**config.mk**
```make
export PLATFORM = sky130hd
export DESIGN_NAME = cae_top
export DESIGN_NICKNAME = d
export VERILOG_FILES = /design/src/logic/cae_pkg.sv /design/src/logic/cae_top.sv /design/src/logic/clause_builder.sv /design/src/logic/lit_buffer.sv /design/src/logic/analysis_ctrl.sv
export SDC_FILE = /design/constraint.sdc
export NUM_CORES = 2
export LEC_CHECK = 0
export BUFFER_PORTS_ARGS = -buffer_cell sky130_fd_sc_hd__buf_2
export CORE_MARGIN = 2
export CORE_UTILIZATION = 45
export CTS_CLUSTER_DIAMETER = 120
export CTS_CLUSTER_SIZE = 8
export DETAILED_ROUTE_END_ITERATION = 10
export PLACE_DENSITY_LB_ADDON = 0.25
export SLEW_MARGIN = 20
export SYNTH_ARGS = -nofsm -noshare
export SYNTH_HDL_FRONTEND = slang
export SYNTH_SLANG_ARGS = --single-unit
```
**constraint.sdc**
```tcl
create_clock -name clk -period 100.6 [get_ports clk]
set_clock_uncertainty 0.2 [all_clocks]
set_input_delay 15.09 -clock clk [delete_from_list [all_inputs] [get_ports clk]]
set_output_delay 15.09 -clock clk [all_outputs]
set_load 0.02 [all_outputs]
```
**src/logic/cae_pkg.sv**
```systemverilog
//##############################
// Conflict analysis engine types
// Sizes, literal and trail records, FSM states
//##############################
`default_nettype none

package cae_pkg;

    // Variable index, 0 is never a real variable
    localparam int VAR_W    = 5;
    localparam int MAX_VARS = 31;

    localparam int LEVEL_W  = 8;

    // Conflict and learned clause limits
    localparam int MAX_LITS = 8;
    localparam int LEN_W    = 4;

    // Literal buffer sizing, holds conflict plus merged reasons
    localparam int BUF_DEPTH = 16;
    localparam int BUF_IDX_W = 5;

    localparam int TRAIL_IDX_W = 6;
    localparam int CLAUSE_ID_W = 8;

    // Reason id of a decision variable
    localparam logic [CLAUSE_ID_W-1:0] NO_REASON = '1;

    // Literal word, negation bit on top
    typedef struct packed {
        logic             neg;
        logic [VAR_W-1:0] var_idx;
    } lit_t;

    typedef logic [LEVEL_W-1:0] level_t;

    // Conflict input and buffer slot record
    typedef struct packed {
        lit_t   lit;
        level_t level;
    } lit_entry_t;

    // One trail record as returned by the trail read port
    typedef struct packed {
        logic [VAR_W-1:0]       var_idx;
        level_t                 level;
        logic [CLAUSE_ID_W-1:0] reason;
    } trail_entry_t;

    typedef enum logic [3:0] {
        IDLE,
        LOAD,
        COUNT,
        FIND,
        FETCH,
        READ_LEN,
        MERGE,
        FINALIZE,
        DONE
    } cae_state_e;

endpackage

`default_nettype wire
```
**src/logic/cae_top.sv**
```systemverilog
//##############################
// Conflict analysis engine top
// First-UIP learning over external trail and clause store
//##############################
`timescale 1ns/100ps
`default_nettype none

module cae_top (
    input  logic                                    clk,
    input  logic                                    reset,
    input  logic                                    start,
    input  cae_pkg::level_t                         decision_level,
    input  logic [cae_pkg::LEN_W-1:0]               conflict_len,
    input  cae_pkg::lit_entry_t [cae_pkg::MAX_LITS-1:0] conflict_lits,
    input  logic [cae_pkg::TRAIL_IDX_W-1:0]         trail_height,
    input  cae_pkg::trail_entry_t                   trail_entry,
    input  logic [cae_pkg::LEN_W-1:0]               clause_len,
    input  cae_pkg::lit_t                           clause_lit,
    input  cae_pkg::level_t                         level_query_level,
    output logic                                    done,
    output logic                                    learned_valid,
    output logic [cae_pkg::LEN_W-1:0]               learned_len,
    output cae_pkg::lit_t [cae_pkg::MAX_LITS-1:0]   learned_clause,
    output cae_pkg::level_t                         backtrack_level,
    output logic                                    unsat,
    output logic [cae_pkg::TRAIL_IDX_W-1:0]         trail_idx,
    output logic [cae_pkg::CLAUSE_ID_W-1:0]         clause_id,
    output logic [cae_pkg::LEN_W-1:0]               clause_lit_idx,
    output logic [cae_pkg::VAR_W-1:0]               level_query_var
);
    import cae_pkg::*;

    // Buffer commands from the FSM
    logic load;
    logic append;
    logic invalidate;
    logic finalize;
    lit_t append_lit;
    logic [VAR_W-1:0] resolve_var;

    // Buffer status back to the FSM
    logic [BUF_IDX_W-1:0] cur_count;
    logic trail_hit;

    // Buffer contents seen by the clause builder
    lit_entry_t [BUF_DEPTH-1:0] slots;
    logic [BUF_DEPTH-1:0] slot_valid;
    logic [BUF_IDX_W-1:0] valid_count;

    analysis_ctrl analysis_ctrl_inst (
        .clk             (clk),
        .reset           (reset),
        .start           (start),
        .conflict_len    (conflict_len),
        .trail_height    (trail_height),
        .trail_entry     (trail_entry),
        .clause_len      (clause_len),
        .clause_lit      (clause_lit),
        .cur_count       (cur_count),
        .trail_hit       (trail_hit),
        .done            (done),
        .load            (load),
        .append          (append),
        .append_lit      (append_lit),
        .invalidate      (invalidate),
        .resolve_var     (resolve_var),
        .finalize        (finalize),
        .trail_idx       (trail_idx),
        .clause_id       (clause_id),
        .clause_lit_idx  (clause_lit_idx),
        .level_query_var (level_query_var)
    );

    // Appended literal level comes straight from the level lookup
    lit_buffer lit_buffer_inst (
        .clk            (clk),
        .reset          (reset),
        .load           (load),
        .conflict_len   (conflict_len),
        .conflict_lits  (conflict_lits),
        .append         (append),
        .append_lit     (append_lit),
        .append_level   (level_query_level),
        .invalidate     (invalidate),
        .resolve_var    (resolve_var),
        .decision_level (decision_level),
        .trail_var      (trail_entry.var_idx),
        .slots          (slots),
        .slot_valid     (slot_valid),
        .valid_count    (valid_count),
        .cur_count      (cur_count),
        .trail_hit      (trail_hit)
    );

    clause_builder clause_builder_inst (
        .clk             (clk),
        .reset           (reset),
        .finalize        (finalize),
        .slots           (slots),
        .slot_valid      (slot_valid),
        .valid_count     (valid_count),
        .decision_level  (decision_level),
        .learned_valid   (learned_valid),
        .learned_len     (learned_len),
        .learned_clause  (learned_clause),
        .backtrack_level (backtrack_level),
        .unsat           (unsat)
    );

endmodule

`default_nettype wire

```
**src/logic/clause_builder.sv**
```systemverilog
//##############################
// Learned clause builder
// UIP first, backtrack level, unsat
//##############################
`timescale 1ns/100ps
`default_nettype none

module clause_builder (
    input  logic                                         clk,
    input  logic                                         reset,
    input  logic                                         finalize,
    input  cae_pkg::lit_entry_t [cae_pkg::BUF_DEPTH-1:0] slots,
    input  logic [cae_pkg::BUF_DEPTH-1:0]                slot_valid,
    input  logic [cae_pkg::BUF_IDX_W-1:0]                valid_count,
    input  cae_pkg::level_t                              decision_level,
    output logic                                         learned_valid,
    output logic [cae_pkg::LEN_W-1:0]                    learned_len,
    output cae_pkg::lit_t [cae_pkg::MAX_LITS-1:0]        learned_clause,
    output cae_pkg::level_t                              backtrack_level,
    output logic                                         unsat
);
    import cae_pkg::*;

    level_t max_lvl;
    level_t sec_lvl;

    // Packed clause and write position, slot 0 reserved for the UIP
    lit_t [MAX_LITS-1:0] pack;
    logic [LEN_W-1:0] out_n;
    logic uip_found;

    // Highest level, then highest level strictly below it
    always_comb begin
        max_lvl = '0;
        sec_lvl = '0;
        for (int k = 0; k < BUF_DEPTH; k++) begin
            if (slot_valid[k] && slots[k].level > max_lvl)
                max_lvl = slots[k].level;
        end
        for (int k = 0; k < BUF_DEPTH; k++) begin
            if (slot_valid[k] && slots[k].level != max_lvl &&
                slots[k].level > sec_lvl)
                sec_lvl = slots[k].level;
        end
    end

    // First valid slot at max level is the UIP, rest keep slot order
    always_comb begin
        pack      = '0;
        uip_found = 1'b0;
        out_n     = LEN_W'(1);
        for (int k = 0; k < BUF_DEPTH; k++) begin
            if (slot_valid[k]) begin
                if (!uip_found && slots[k].level == max_lvl) begin
                    pack[0]   = slots[k].lit;
                    uip_found = 1'b1;
                end else if (out_n < LEN_W'(MAX_LITS)) begin
                    pack[out_n[$clog2(MAX_LITS)-1:0]] = slots[k].lit;
                    out_n = out_n + 1'b1;
                end
            end
        end
    end

    always_ff @(posedge clk or posedge reset) begin
        if (reset) begin
            learned_valid   <= 1'b0;
            learned_len     <= '0;
            backtrack_level <= '0;
            unsat           <= 1'b0;
        end else if (finalize) begin
            learned_valid   <= 1'b1;
            learned_len     <= uip_found ? out_n : '0;
            backtrack_level <= sec_lvl;
            // Empty clause or a root level conflict
            unsat <= (valid_count == '0) || (decision_level == '0);
        end
    end

    always_ff @(posedge clk) begin
        if (finalize)
            learned_clause <= pack;
    end

endmodule

`default_nettype wire

```
**src/logic/lit_buffer.sv**
```systemverilog
//##############################
// Literal buffer with seen vector
// Dedup load, append, invalidate, level count
//##############################
`timescale 1ns/100ps
`default_nettype none

module lit_buffer (
    input  logic                                        clk,
    input  logic                                        reset,
    input  logic                                        load,
    input  logic [cae_pkg::LEN_W-1:0]                   conflict_len,
    input  cae_pkg::lit_entry_t [cae_pkg::MAX_LITS-1:0] conflict_lits,
    input  logic                                        append,
    input  cae_pkg::lit_t                               append_lit,
    input  cae_pkg::level_t                             append_level,
    input  logic                                        invalidate,
    input  logic [cae_pkg::VAR_W-1:0]                   resolve_var,
    input  cae_pkg::level_t                             decision_level,
    input  logic [cae_pkg::VAR_W-1:0]                   trail_var,
    output cae_pkg::lit_entry_t [cae_pkg::BUF_DEPTH-1:0] slots,
    output logic [cae_pkg::BUF_DEPTH-1:0]               slot_valid,
    output logic [cae_pkg::BUF_IDX_W-1:0]               valid_count,
    output logic [cae_pkg::BUF_IDX_W-1:0]               cur_count,
    output logic                                        trail_hit
);
    import cae_pkg::*;

    // High-water mark, slots are never compacted
    logic [BUF_IDX_W-1:0] fill;
    logic [$clog2(BUF_DEPTH)-1:0] wr_ptr;

    // One bit per variable currently held in a valid slot
    logic [MAX_VARS:0] seen;

    // Deduplicated image of the conflict for a load
    lit_entry_t [BUF_DEPTH-1:0] ld_slots;
    logic [BUF_DEPTH-1:0] ld_valid;
    logic [MAX_VARS:0] ld_seen;
    logic [$clog2(BUF_DEPTH)-1:0] ld_ptr;

    logic add_ok;
    logic [BUF_DEPTH-1:0] at_level;
    logic [BUF_DEPTH-1:0] res_hits;
    logic [BUF_DEPTH-1:0] trail_hits;

    assign wr_ptr = fill[$clog2(BUF_DEPTH)-1:0];

    // Compact the conflict, first occurrence of a variable wins
    always_comb begin
        ld_slots = '0;
        ld_valid = '0;
        ld_seen  = '0;
        ld_ptr   = '0;
        for (int k = 0; k < MAX_LITS; k++) begin
            if (k < int'(conflict_len) &&
                conflict_lits[k].lit.var_idx != '0 &&
                !ld_seen[conflict_lits[k].lit.var_idx]) begin
                ld_slots[ld_ptr] = conflict_lits[k];
                ld_valid[ld_ptr] = 1'b1;
                ld_seen[conflict_lits[k].lit.var_idx] = 1'b1;
                ld_ptr = ld_ptr + 1'b1;
            end
        end
    end

    // Per-slot matches for counting, pivot removal and trail lookup
    always_comb begin
        cur_count = '0;
        for (int k = 0; k < BUF_DEPTH; k++) begin
            at_level[k]   = slot_valid[k] && (slots[k].level == decision_level);
            res_hits[k]   = slot_valid[k] && (slots[k].lit.var_idx == resolve_var);
            trail_hits[k] = at_level[k] && (slots[k].lit.var_idx == trail_var);
            cur_count     = cur_count + BUF_IDX_W'(at_level[k]);
        end
    end

    assign trail_hit = |trail_hits;

    // Literals already held are skipped, full buffer also guards the write
    assign add_ok = append && !seen[append_lit.var_idx] &&
                    (fill < BUF_IDX_W'(BUF_DEPTH));

    always_ff @(posedge clk or posedge reset) begin
        if (reset) begin
            fill        <= '0;
            valid_count <= '0;
            slot_valid  <= '0;
            seen        <= '0;
        end else if (load) begin
            fill        <= BUF_IDX_W'(ld_ptr);
            valid_count <= BUF_IDX_W'(ld_ptr);
            slot_valid  <= ld_valid;
            seen        <= ld_seen;
        end else if (add_ok) begin
            fill                     <= fill + 1'b1;
            valid_count              <= valid_count + 1'b1;
            slot_valid[wr_ptr]       <= 1'b1;
            seen[append_lit.var_idx] <= 1'b1;
        end else if (invalidate) begin
            // Dedup keeps at most one slot per variable
            slot_valid        <= slot_valid & ~res_hits;
            seen[resolve_var] <= 1'b0;
            if (|res_hits)
                valid_count <= valid_count - 1'b1;
        end
    end

    always_ff @(posedge clk) begin
        if (load)
            slots <= ld_slots;
        else if (add_ok)
            slots[wr_ptr] <= '{lit: append_lit, level: append_level};
    end

endmodule

`default_nettype wire

```
**src/logic/analysis_ctrl.sv**
```systemverilog
//##############################
// Conflict analysis FSM
// Load, count, trail walk, reason fetch and merge
//##############################
`timescale 1ns/100ps
`default_nettype none

module analysis_ctrl (
    input  logic                            clk,
    input  logic                            reset,
    input  logic                            start,
    input  logic [cae_pkg::LEN_W-1:0]       conflict_len,
    input  logic [cae_pkg::TRAIL_IDX_W-1:0] trail_height,
    input  cae_pkg::trail_entry_t           trail_entry,
    input  logic [cae_pkg::LEN_W-1:0]       clause_len,
    input  cae_pkg::lit_t                   clause_lit,
    input  logic [cae_pkg::BUF_IDX_W-1:0]   cur_count,
    input  logic                            trail_hit,
    output logic                            done,
    output logic                            load,
    output logic                            append,
    output cae_pkg::lit_t                   append_lit,
    output logic                            invalidate,
    output logic [cae_pkg::VAR_W-1:0]       resolve_var,
    output logic                            finalize,
    output logic [cae_pkg::TRAIL_IDX_W-1:0] trail_idx,
    output logic [cae_pkg::CLAUSE_ID_W-1:0] clause_id,
    output logic [cae_pkg::LEN_W-1:0]       clause_lit_idx,
    output logic [cae_pkg::VAR_W-1:0]       level_query_var
);
    import cae_pkg::*;

    cae_state_e state, state_nxt;

    // Trail entries still to visit, current entry sits one below
    logic [TRAIL_IDX_W-1:0] scan_left, scan_left_nxt;

    // Variable being resolved and its reason clause
    logic [VAR_W-1:0] res_var, res_var_nxt;
    logic [CLAUSE_ID_W-1:0] reason_id, reason_id_nxt;
    logic [LEN_W-1:0] reason_len, reason_len_nxt;

    // Reason literal being merged
    logic [LEN_W-1:0] lit_idx, lit_idx_nxt;

    always_comb begin
        state_nxt     = state;
        scan_left_nxt = scan_left;
        res_var_nxt   = res_var;
        reason_id_nxt = reason_id;
        reason_len_nxt = reason_len;
        lit_idx_nxt   = lit_idx;
        load       = 1'b0;
        append     = 1'b0;
        invalidate = 1'b0;
        finalize   = 1'b0;

        case (state)
            IDLE: begin
                // Newest trail entry is visited first
                if (start) begin
                    scan_left_nxt = trail_height;
                    state_nxt     = LOAD;
                end
            end
            LOAD: begin
                load = 1'b1;
                // Empty conflict skips straight to the builder
                state_nxt = (conflict_len == '0) ? FINALIZE : COUNT;
            end
            COUNT: begin
                // One literal left at this level means the UIP is reached
                state_nxt = (cur_count > BUF_IDX_W'(1)) ? FIND : FINALIZE;
            end
            FIND: begin
                if (scan_left == '0) begin
                    // Trail exhausted
                    state_nxt = FINALIZE;
                end else if (trail_hit) begin
                    res_var_nxt = trail_entry.var_idx;
                    state_nxt   = FETCH;
                end else begin
                    scan_left_nxt = scan_left - 1'b1;
                end
            end
            FETCH: begin
                // Trail index unchanged, so same entry still on the port
                reason_id_nxt = trail_entry.reason;
                if (trail_entry.reason == NO_REASON)
                    state_nxt = FINALIZE;
                else
                    state_nxt = READ_LEN;
            end
            READ_LEN: begin
                reason_len_nxt = clause_len;
                lit_idx_nxt    = '0;
                state_nxt      = MERGE;
            end
            MERGE: begin
                if (lit_idx != reason_len) begin
                    // Resolved variable and null literal are never merged
                    append = (clause_lit.var_idx != res_var) &&
                             (clause_lit.var_idx != '0);
                    lit_idx_nxt = lit_idx + 1'b1;
                end else begin
                    // Drop the pivot and move past its trail entry
                    invalidate    = 1'b1;
                    scan_left_nxt = scan_left - 1'b1;
                    state_nxt     = COUNT;
                end
            end
            FINALIZE: begin
                finalize  = 1'b1;
                state_nxt = DONE;
            end
            DONE: begin
                // Hold until the solver releases start
                if (!start)
                    state_nxt = IDLE;
            end
            default: state_nxt = IDLE;
        endcase
    end

    always_ff @(posedge clk or posedge reset) begin
        if (reset) begin
            state      <= IDLE;
            scan_left  <= '0;
            res_var    <= '0;
            reason_id  <= '0;
            reason_len <= '0;
            lit_idx    <= '0;
        end else begin
            state      <= state_nxt;
            scan_left  <= scan_left_nxt;
            res_var    <= res_var_nxt;
            reason_id  <= reason_id_nxt;
            reason_len <= reason_len_nxt;
            lit_idx    <= lit_idx_nxt;
        end
    end

    assign done = (state == DONE);

    // Read port addresses, trail index wraps harmlessly at zero
    assign trail_idx       = scan_left - 1'b1;
    assign clause_id       = reason_id;
    assign clause_lit_idx  = lit_idx;
    assign level_query_var = clause_lit.var_idx;

    assign append_lit  = clause_lit;
    assign resolve_var = res_var;

endmodule

`default_nettype wire

```
# Word-level counts from Yosys, hierarchy flattened
# Memories as Yosys holds them, arrays and structs flattened.
# Cells that the tools add are included.
[op_classes]
add_sub_neg = 42
n_lt_le_gt_ge = 122
eq_ne = 98
n_mux = 365
n_bitwise = 21
n_reduce_logical = 214
[ops]
columns = ["op", "n"]
rows = [
  ["$mux W224", 9],
  ["$bwmux W224", 8],
  ["$mux W48", 30],
  ["$bwmux W48", 15],
  ["$mux W42", 15],
  ["$demux W14 S4", 8],
  ["$mux W32", 11],
  ["$demux W6 S3", 15],
  ["$eq A8 B8 Y1", 32],
  ["$mux W8", 32],
  ["$or A32 B32 Y32", 8],
  ["$gt A8 B8 Y1", 30],
  ["$mux W4", 60],
  ["$mux W6", 36],
  ["$logic_and A1 B1 Y1", 163],
  ["$eq A5 B5 Y1", 32],
  ["$mux W16", 10],
  ["$ne A8 B8 Y1", 16],
  ["$mux W14", 9],
  ["$or A16 B16 Y16", 7],
  ["$add A4 B1 Y4 const B", 22],
  ["$add A5 B1 Y5", 14],
  ["$mux W1", 67],
  ["$lt A3 B4 Y1 const B", 15],
  ["other kinds (59)", 198],
]
[totals]
register_bits = 375
mem_bits_ro = 32
inputBits = 172
out_inout_bits = 86
elab_cells = 941
memories = 1
[memory_table]
columns = ["memory", "depth", "word_bits", "rd", "rd_ports_with_merged_regs", "wr", "line_no", "source"]
rows = [
  ["(no name shown)", 32, 1, 1, 0, 0, "lit_buffer.sv:58", "!ld_seen[conflict_lits[k].lit.var_idx]) begin"],
]

# Longest topological paths before layout
[depth]
ltp_word = 115
ltp_mapped = 334
depth_no_buf = 309

# Cells and area by module
# A second synthesis with hierarchy kept.
[unflattened]
hier_cells = 8306
area_unflattened_um2 = 59854.9
[by_module_without_submodules]
columns = ["module", "instances", "cells_each", "area_per_inst_um2"]
rows = [
  ["lit_buffer", 1, 4710, 34555.6],
  ["clause_builder", 1, 3412, 23417.5],
  ["analysis_ctrl", 1, 184, 1881.8],
]

# Worst setup path after synthesis
# OpenSTA, ideal clock, no wires.
[synth_path]
kind = "register to register"
startpoint = "register lit_buffer_inst.slot_valid[0] (netlist name)"
endpoint = "register clause_builder_inst.backtrack_level[0]"
arrival_ns = 54.008
t_required_ns = 100.280
setup_slack_ns = 46.272
stages_incl_launch_ff = 312
n_path_buf = 23
period_less_slack_ns = 54.328
path_cell_list = "dfrtp_1 clkbuf_1 clkbuf_1 nand2_1 ha_1 nand4_1 or3_1 o311ai_2 nor2_2 clkbuf_1 o21ai_0 inv_1 ha_1 a21o_1 a21oi_1 nor2_1 a211oi_1 nand3_1 [276 not listed] a21o_1 a211oi_1 a22oi_1 o21ai_0 a21oi_1 clkbuf_1 or3_1 and2_1 ha_1 nor2b_1 o21ai_0 nand2b_1 a21oi_1 o21ai_0 o2111a_1 nand2b_1 inv_1 a31o_1"
[synth_between]
elab_chain_cells = 96
elab_cells_between_ends = 126
classes_between = "30 x order compare; 16 x eq/ne; 32 x mux; 48 x reduce/logical"
[synth_rtl]
columns = ["item", "line_no", "source"]
rows = [
  ["start: declaration", "lit_buffer.sv:22", "output logic [cae_pkg::BUF_DEPTH-1:0] slot_valid,"],
  ["start signal: assignment", "lit_buffer.sv:93", "slot_valid <= ld_valid;"],
  ["start signal: assignment", "lit_buffer.sv:102", "slot_valid <= slot_valid & ~res_hits;"],
  ["$logic_and A1 B1 Y1", "clause_builder.sv:37", "if (slot_valid[k] && slots[k].level > max_lvl)"],
  ["$mux W8", "clause_builder.sv:37", ""],
  ["$gt A8 B8 Y1", "clause_builder.sv:37", ""],
  ["$logic_and A1 B1 Y1", "clause_builder.sv:37", ""],
  ["$mux W8", "clause_builder.sv:37", ""],
  ["$gt A8 B8 Y1", "clause_builder.sv:37", ""],
  ["$logic_and A1 B1 Y1", "clause_builder.sv:37", ""],
  ["$mux W8", "clause_builder.sv:37", ""],
  ["[80 not listed]", "--", ""],
  ["$logic_and A1 B1 Y1", "clause_builder.sv:41", "if (slot_valid[k] && slots[k].level != max_lvl &&"],
  ["$mux W8", "clause_builder.sv:41", ""],
  ["$gt A8 B8 Y1", "clause_builder.sv:42", "slots[k].level > sec_lvl)"],
  ["$logic_and A1 B1 Y1", "clause_builder.sv:41", ""],
  ["$mux W8", "clause_builder.sv:41", ""],
  ["$gt A8 B8 Y1", "clause_builder.sv:42", ""],
  ["$logic_and A1 B1 Y1", "clause_builder.sv:41", ""],
  ["$mux W8 *", "clause_builder.sv:41", ""],
  ["end signal: assignment", "clause_builder.sv:74", "backtrack_level <= sec_lvl;"],
  ["end: declaration", "clause_builder.sv:19", "output cae_pkg::level_t backtrack_level,"],
]
# Every way passes the cells marked *; elsewhere a longest branch is shown, timed or not.
# A chain may end at the register's enable or synchronous reset.

# Worst setup path after layout
[layout_path]
startpoint = "register lit_buffer_inst.slot_valid[0] (netlist name)"
endpoint = "register clause_builder_inst.backtrack_level[2]"
# The elaborated chain is that of the path after synthesis.

==> reports/qor.yml <==
synth:
  synth_area_sq_um: 55500
  yosys-top-cells-count: "nand2_1 (1019), a21oi_1 (778), nor2_1 (772)"
  synth_edf_count: 272
  synth_most_common_cell: "nand2_1"
  ys_top_cells_by_area: "edfxtp_1 (15%), a21oi_1 (7.0%), o21ai_0 (6.9%)"
  netlist.area_leader.share: 0.147
  yosys_most_used_dff: "edfxtp_1"
  synth_largest_area_cell: "edfxtp_1"
  ys_ff_latch: 375
  seq_area_frac_synth: 0.194
  synthCells: 7913
  yosysUniqueCellTypes: 123
  yosysWarnings: 0
  synthArstFlopShare: 0.275
  syn-mean-instance-area_sq_um: 7.01
  syn_nets: 8338
placement:
  gp_congestion: 1.10
  placed_area_sq_um: 56900
  pre_cts_ws_ns: 37.55
  hpwl_um: 190000
  portBuffers: 249
floorplanning:
  die_area_sq_um: 126000
  rows: 128
  die_y_um: 355
  start_util: 0.455
  coreArea_sq_um: 122000
  num_io_pins: 258
  die_x_um: 355
global_route:
  grt_max_degree: 216
  grt_overflow: 0
  track_usage: 0.376
  grt_pass1_vias: 55300
  grt_pass1_wl_um: 362000
  antenna_found_initial: 7
final_layout:
  fill_cells: 12300
  areaGrowthSynthToFinish_pct: 5.67
  nets: 8001
  fin_area_sq_um: 58600
  drive_above_1_share: 0.0921
timing:
  fin_crit_sh: 0.643
  fin_setup_tns_ns: 0
  finalSetupViolCount: 0
  fmax_mhz: 15.5
  slew_headroom: 0.178
  grt_setup_unrepaired: "false"
  setup_ws_ns: 35.95
  worstMarginPinSlew_ns: 1.22
  slew_violations: 0
  hold_viol: 0
  fin_crit_ns: 64.65
run_status:
  run_status: "finished with violations"
  violations: "antenna rules"
setup_path:
  critical_path_arrival_ns: 65.03
  crit_fanout: 24
  start_kind: "flop"
  crit_slowest_cell: "a31oi_1"
  critical_path_required_ns: 100.98
  cp_common_cell: "a21oi_1"
  critical_path_class: "reg -> reg"
  cpPeakStageDelay_ns: 0.75
  endpoint_kind: "flop"
route:
  vias: 61500
  ant_nets: 1
  detail_route.wl_per_cell_um: 26.9
  drt_iter0_drc: 9115
  dr.pass1.iters: 10
  viasPerCell: 6.65
  drcViolationCount: 0
  route.final.wire_length_um: 248000
clock_network:
  post_cts_buffers: 0
  cts_tree: "yes"
  postCtsHoldBufs: 0
  cts_buffer_depth: 3
  clkSlewWorstSetupHoldPaths_ns: 0.06
  cts_sinks: 375
  cts_resized: 0
  cts_root_buffer: "clkbuf_16"
  clk_latency_ns: 0.66
  htree_num_levels: 2
  cts_buffers: 54
job:
  drv_cap: 0
min_path:
  hold_class: "reg -> reg"
-- kinds of logic (layout without fill, tap and decap cells) --
logic type / after synthesis / after routing / synth area share
buf+inv: 1010 / 717 / 0.0691
fa+ha+maj: 260 / 260 / 0.0600
xor+xnor: 490 / 490 / 0.0775
compound gates: 2497 / 2497 / 0.280
other cells: 0 / 6 / 0
mux: 363 / 363 / 0.0792
simple gates: 2918 / 2918 / 0.241
flops: 375 / 375 / 0.194
-- path summary, 6_finish.rpt --
check	from	endpoint	slack, ns	cells after the start
hold / removal	clause_builder_inst.learned_valid	clause_builder_inst.learned_valid	0.25	1
hold reg to reg	clause_builder_inst.learned_valid	clause_builder_inst.learned_valid	0.25	1
setup reg to reg	lit_buffer_inst.slot_valid[0]	clause_builder_inst.backtrack_level[2]	35.95	291
max in group asynchronous	reset	analysis_ctrl_inst.resolve_var[0]	84.38	3
setup / recovery	lit_buffer_inst.slot_valid[0]	clause_builder_inst.backtrack_level[2]	35.95	291
min in group asynchronous	reset	analysis_ctrl_inst.scan_left[5]	14.40	2
-- through the flow --
stage	cells	hold slack [ns]	utilization
2_1_floorplan	7913	0.258	-
3_3_place_gp	9145	0.246	0.466
3_5_place_dp	9145	0.250	0.466
4_1_cts	9245	0.265	0.479
5_1_grt	9246	0.305	0.480
6_report	9251	0.254	0.480
-- per-layer routing --
metal	vias up	track usage	part of all wire
met1	28900	0.522	0.40
li1	27900	-	-
met4	6	0.199	0.064
met5	-	0	0.00019
met3	651	0.0749	0.12
met2	4035	0.549	0.41
-- final cells by class --
type,instances,area (sq um),share of cell area
timing repair buffer,356,2060,0.0352
antenna,6,15.0,0.000256
tap,1625,2030,0.0347
clock inverter,5,72.6,0.00124
sequential,375,10700,0.183
multi-input combinational,6528,41200,0.703
inverter,261,982,0.0168
clock buffer,95,1530,0.0260
-- sequential cells by signal (all words and copies together), names as in the netlist --
register / flops
analysis_ctrl_inst.clause_id: 8
analysis_ctrl_inst.clause_lit_idx: 4
analysis_ctrl_inst.reason_len: 4
analysis_ctrl_inst.resolve_var: 5
analysis_ctrl_inst.scan_left: 6
analysis_ctrl_inst.state: 4
clause_builder_inst.backtrack_level: 8
clause_builder_inst.learned_clause: 48
clause_builder_inst.learned_len: 4
clause_builder_inst.learned_valid: 1
clause_builder_inst.unsat: 1
lit_buffer_inst.fill: 5
lit_buffer_inst.seen: 32
lit_buffer_inst.slot_valid: 16
lit_buffer_inst.slots: 224
lit_buffer_inst.valid_count: 5
-- worst max-delay path, delay by kind of cell, from the launching register on --
family                     cells  cell delay (ns)
muxes                         11             3.36
AOI/OAI and AO/OA            152            35.16
DFF                            1             0.38
and+or+nand+nor               73            13.58
adders and majority gates     30             8.60
buffers and inverters         25             3.26
-- cell usage in the layout, fill, tap and decap left out, types with 135 or more instances in the layout --
master	count
xnor2_1	354
edfxtp_1	272
o21ai_0	749
nand2_1	1019
a211oi_1	169
a21oi_1	778
buf_2	249
ha_1	241
xor2_1	135
inv_1	254
nor3_1	136
mux2i_1	221
nand3_1	422
nor2_1	752
Power is left out: the tool's default activity adds up to more than one toggle a clock period on the data nets, which glitch-free logic cannot reach.
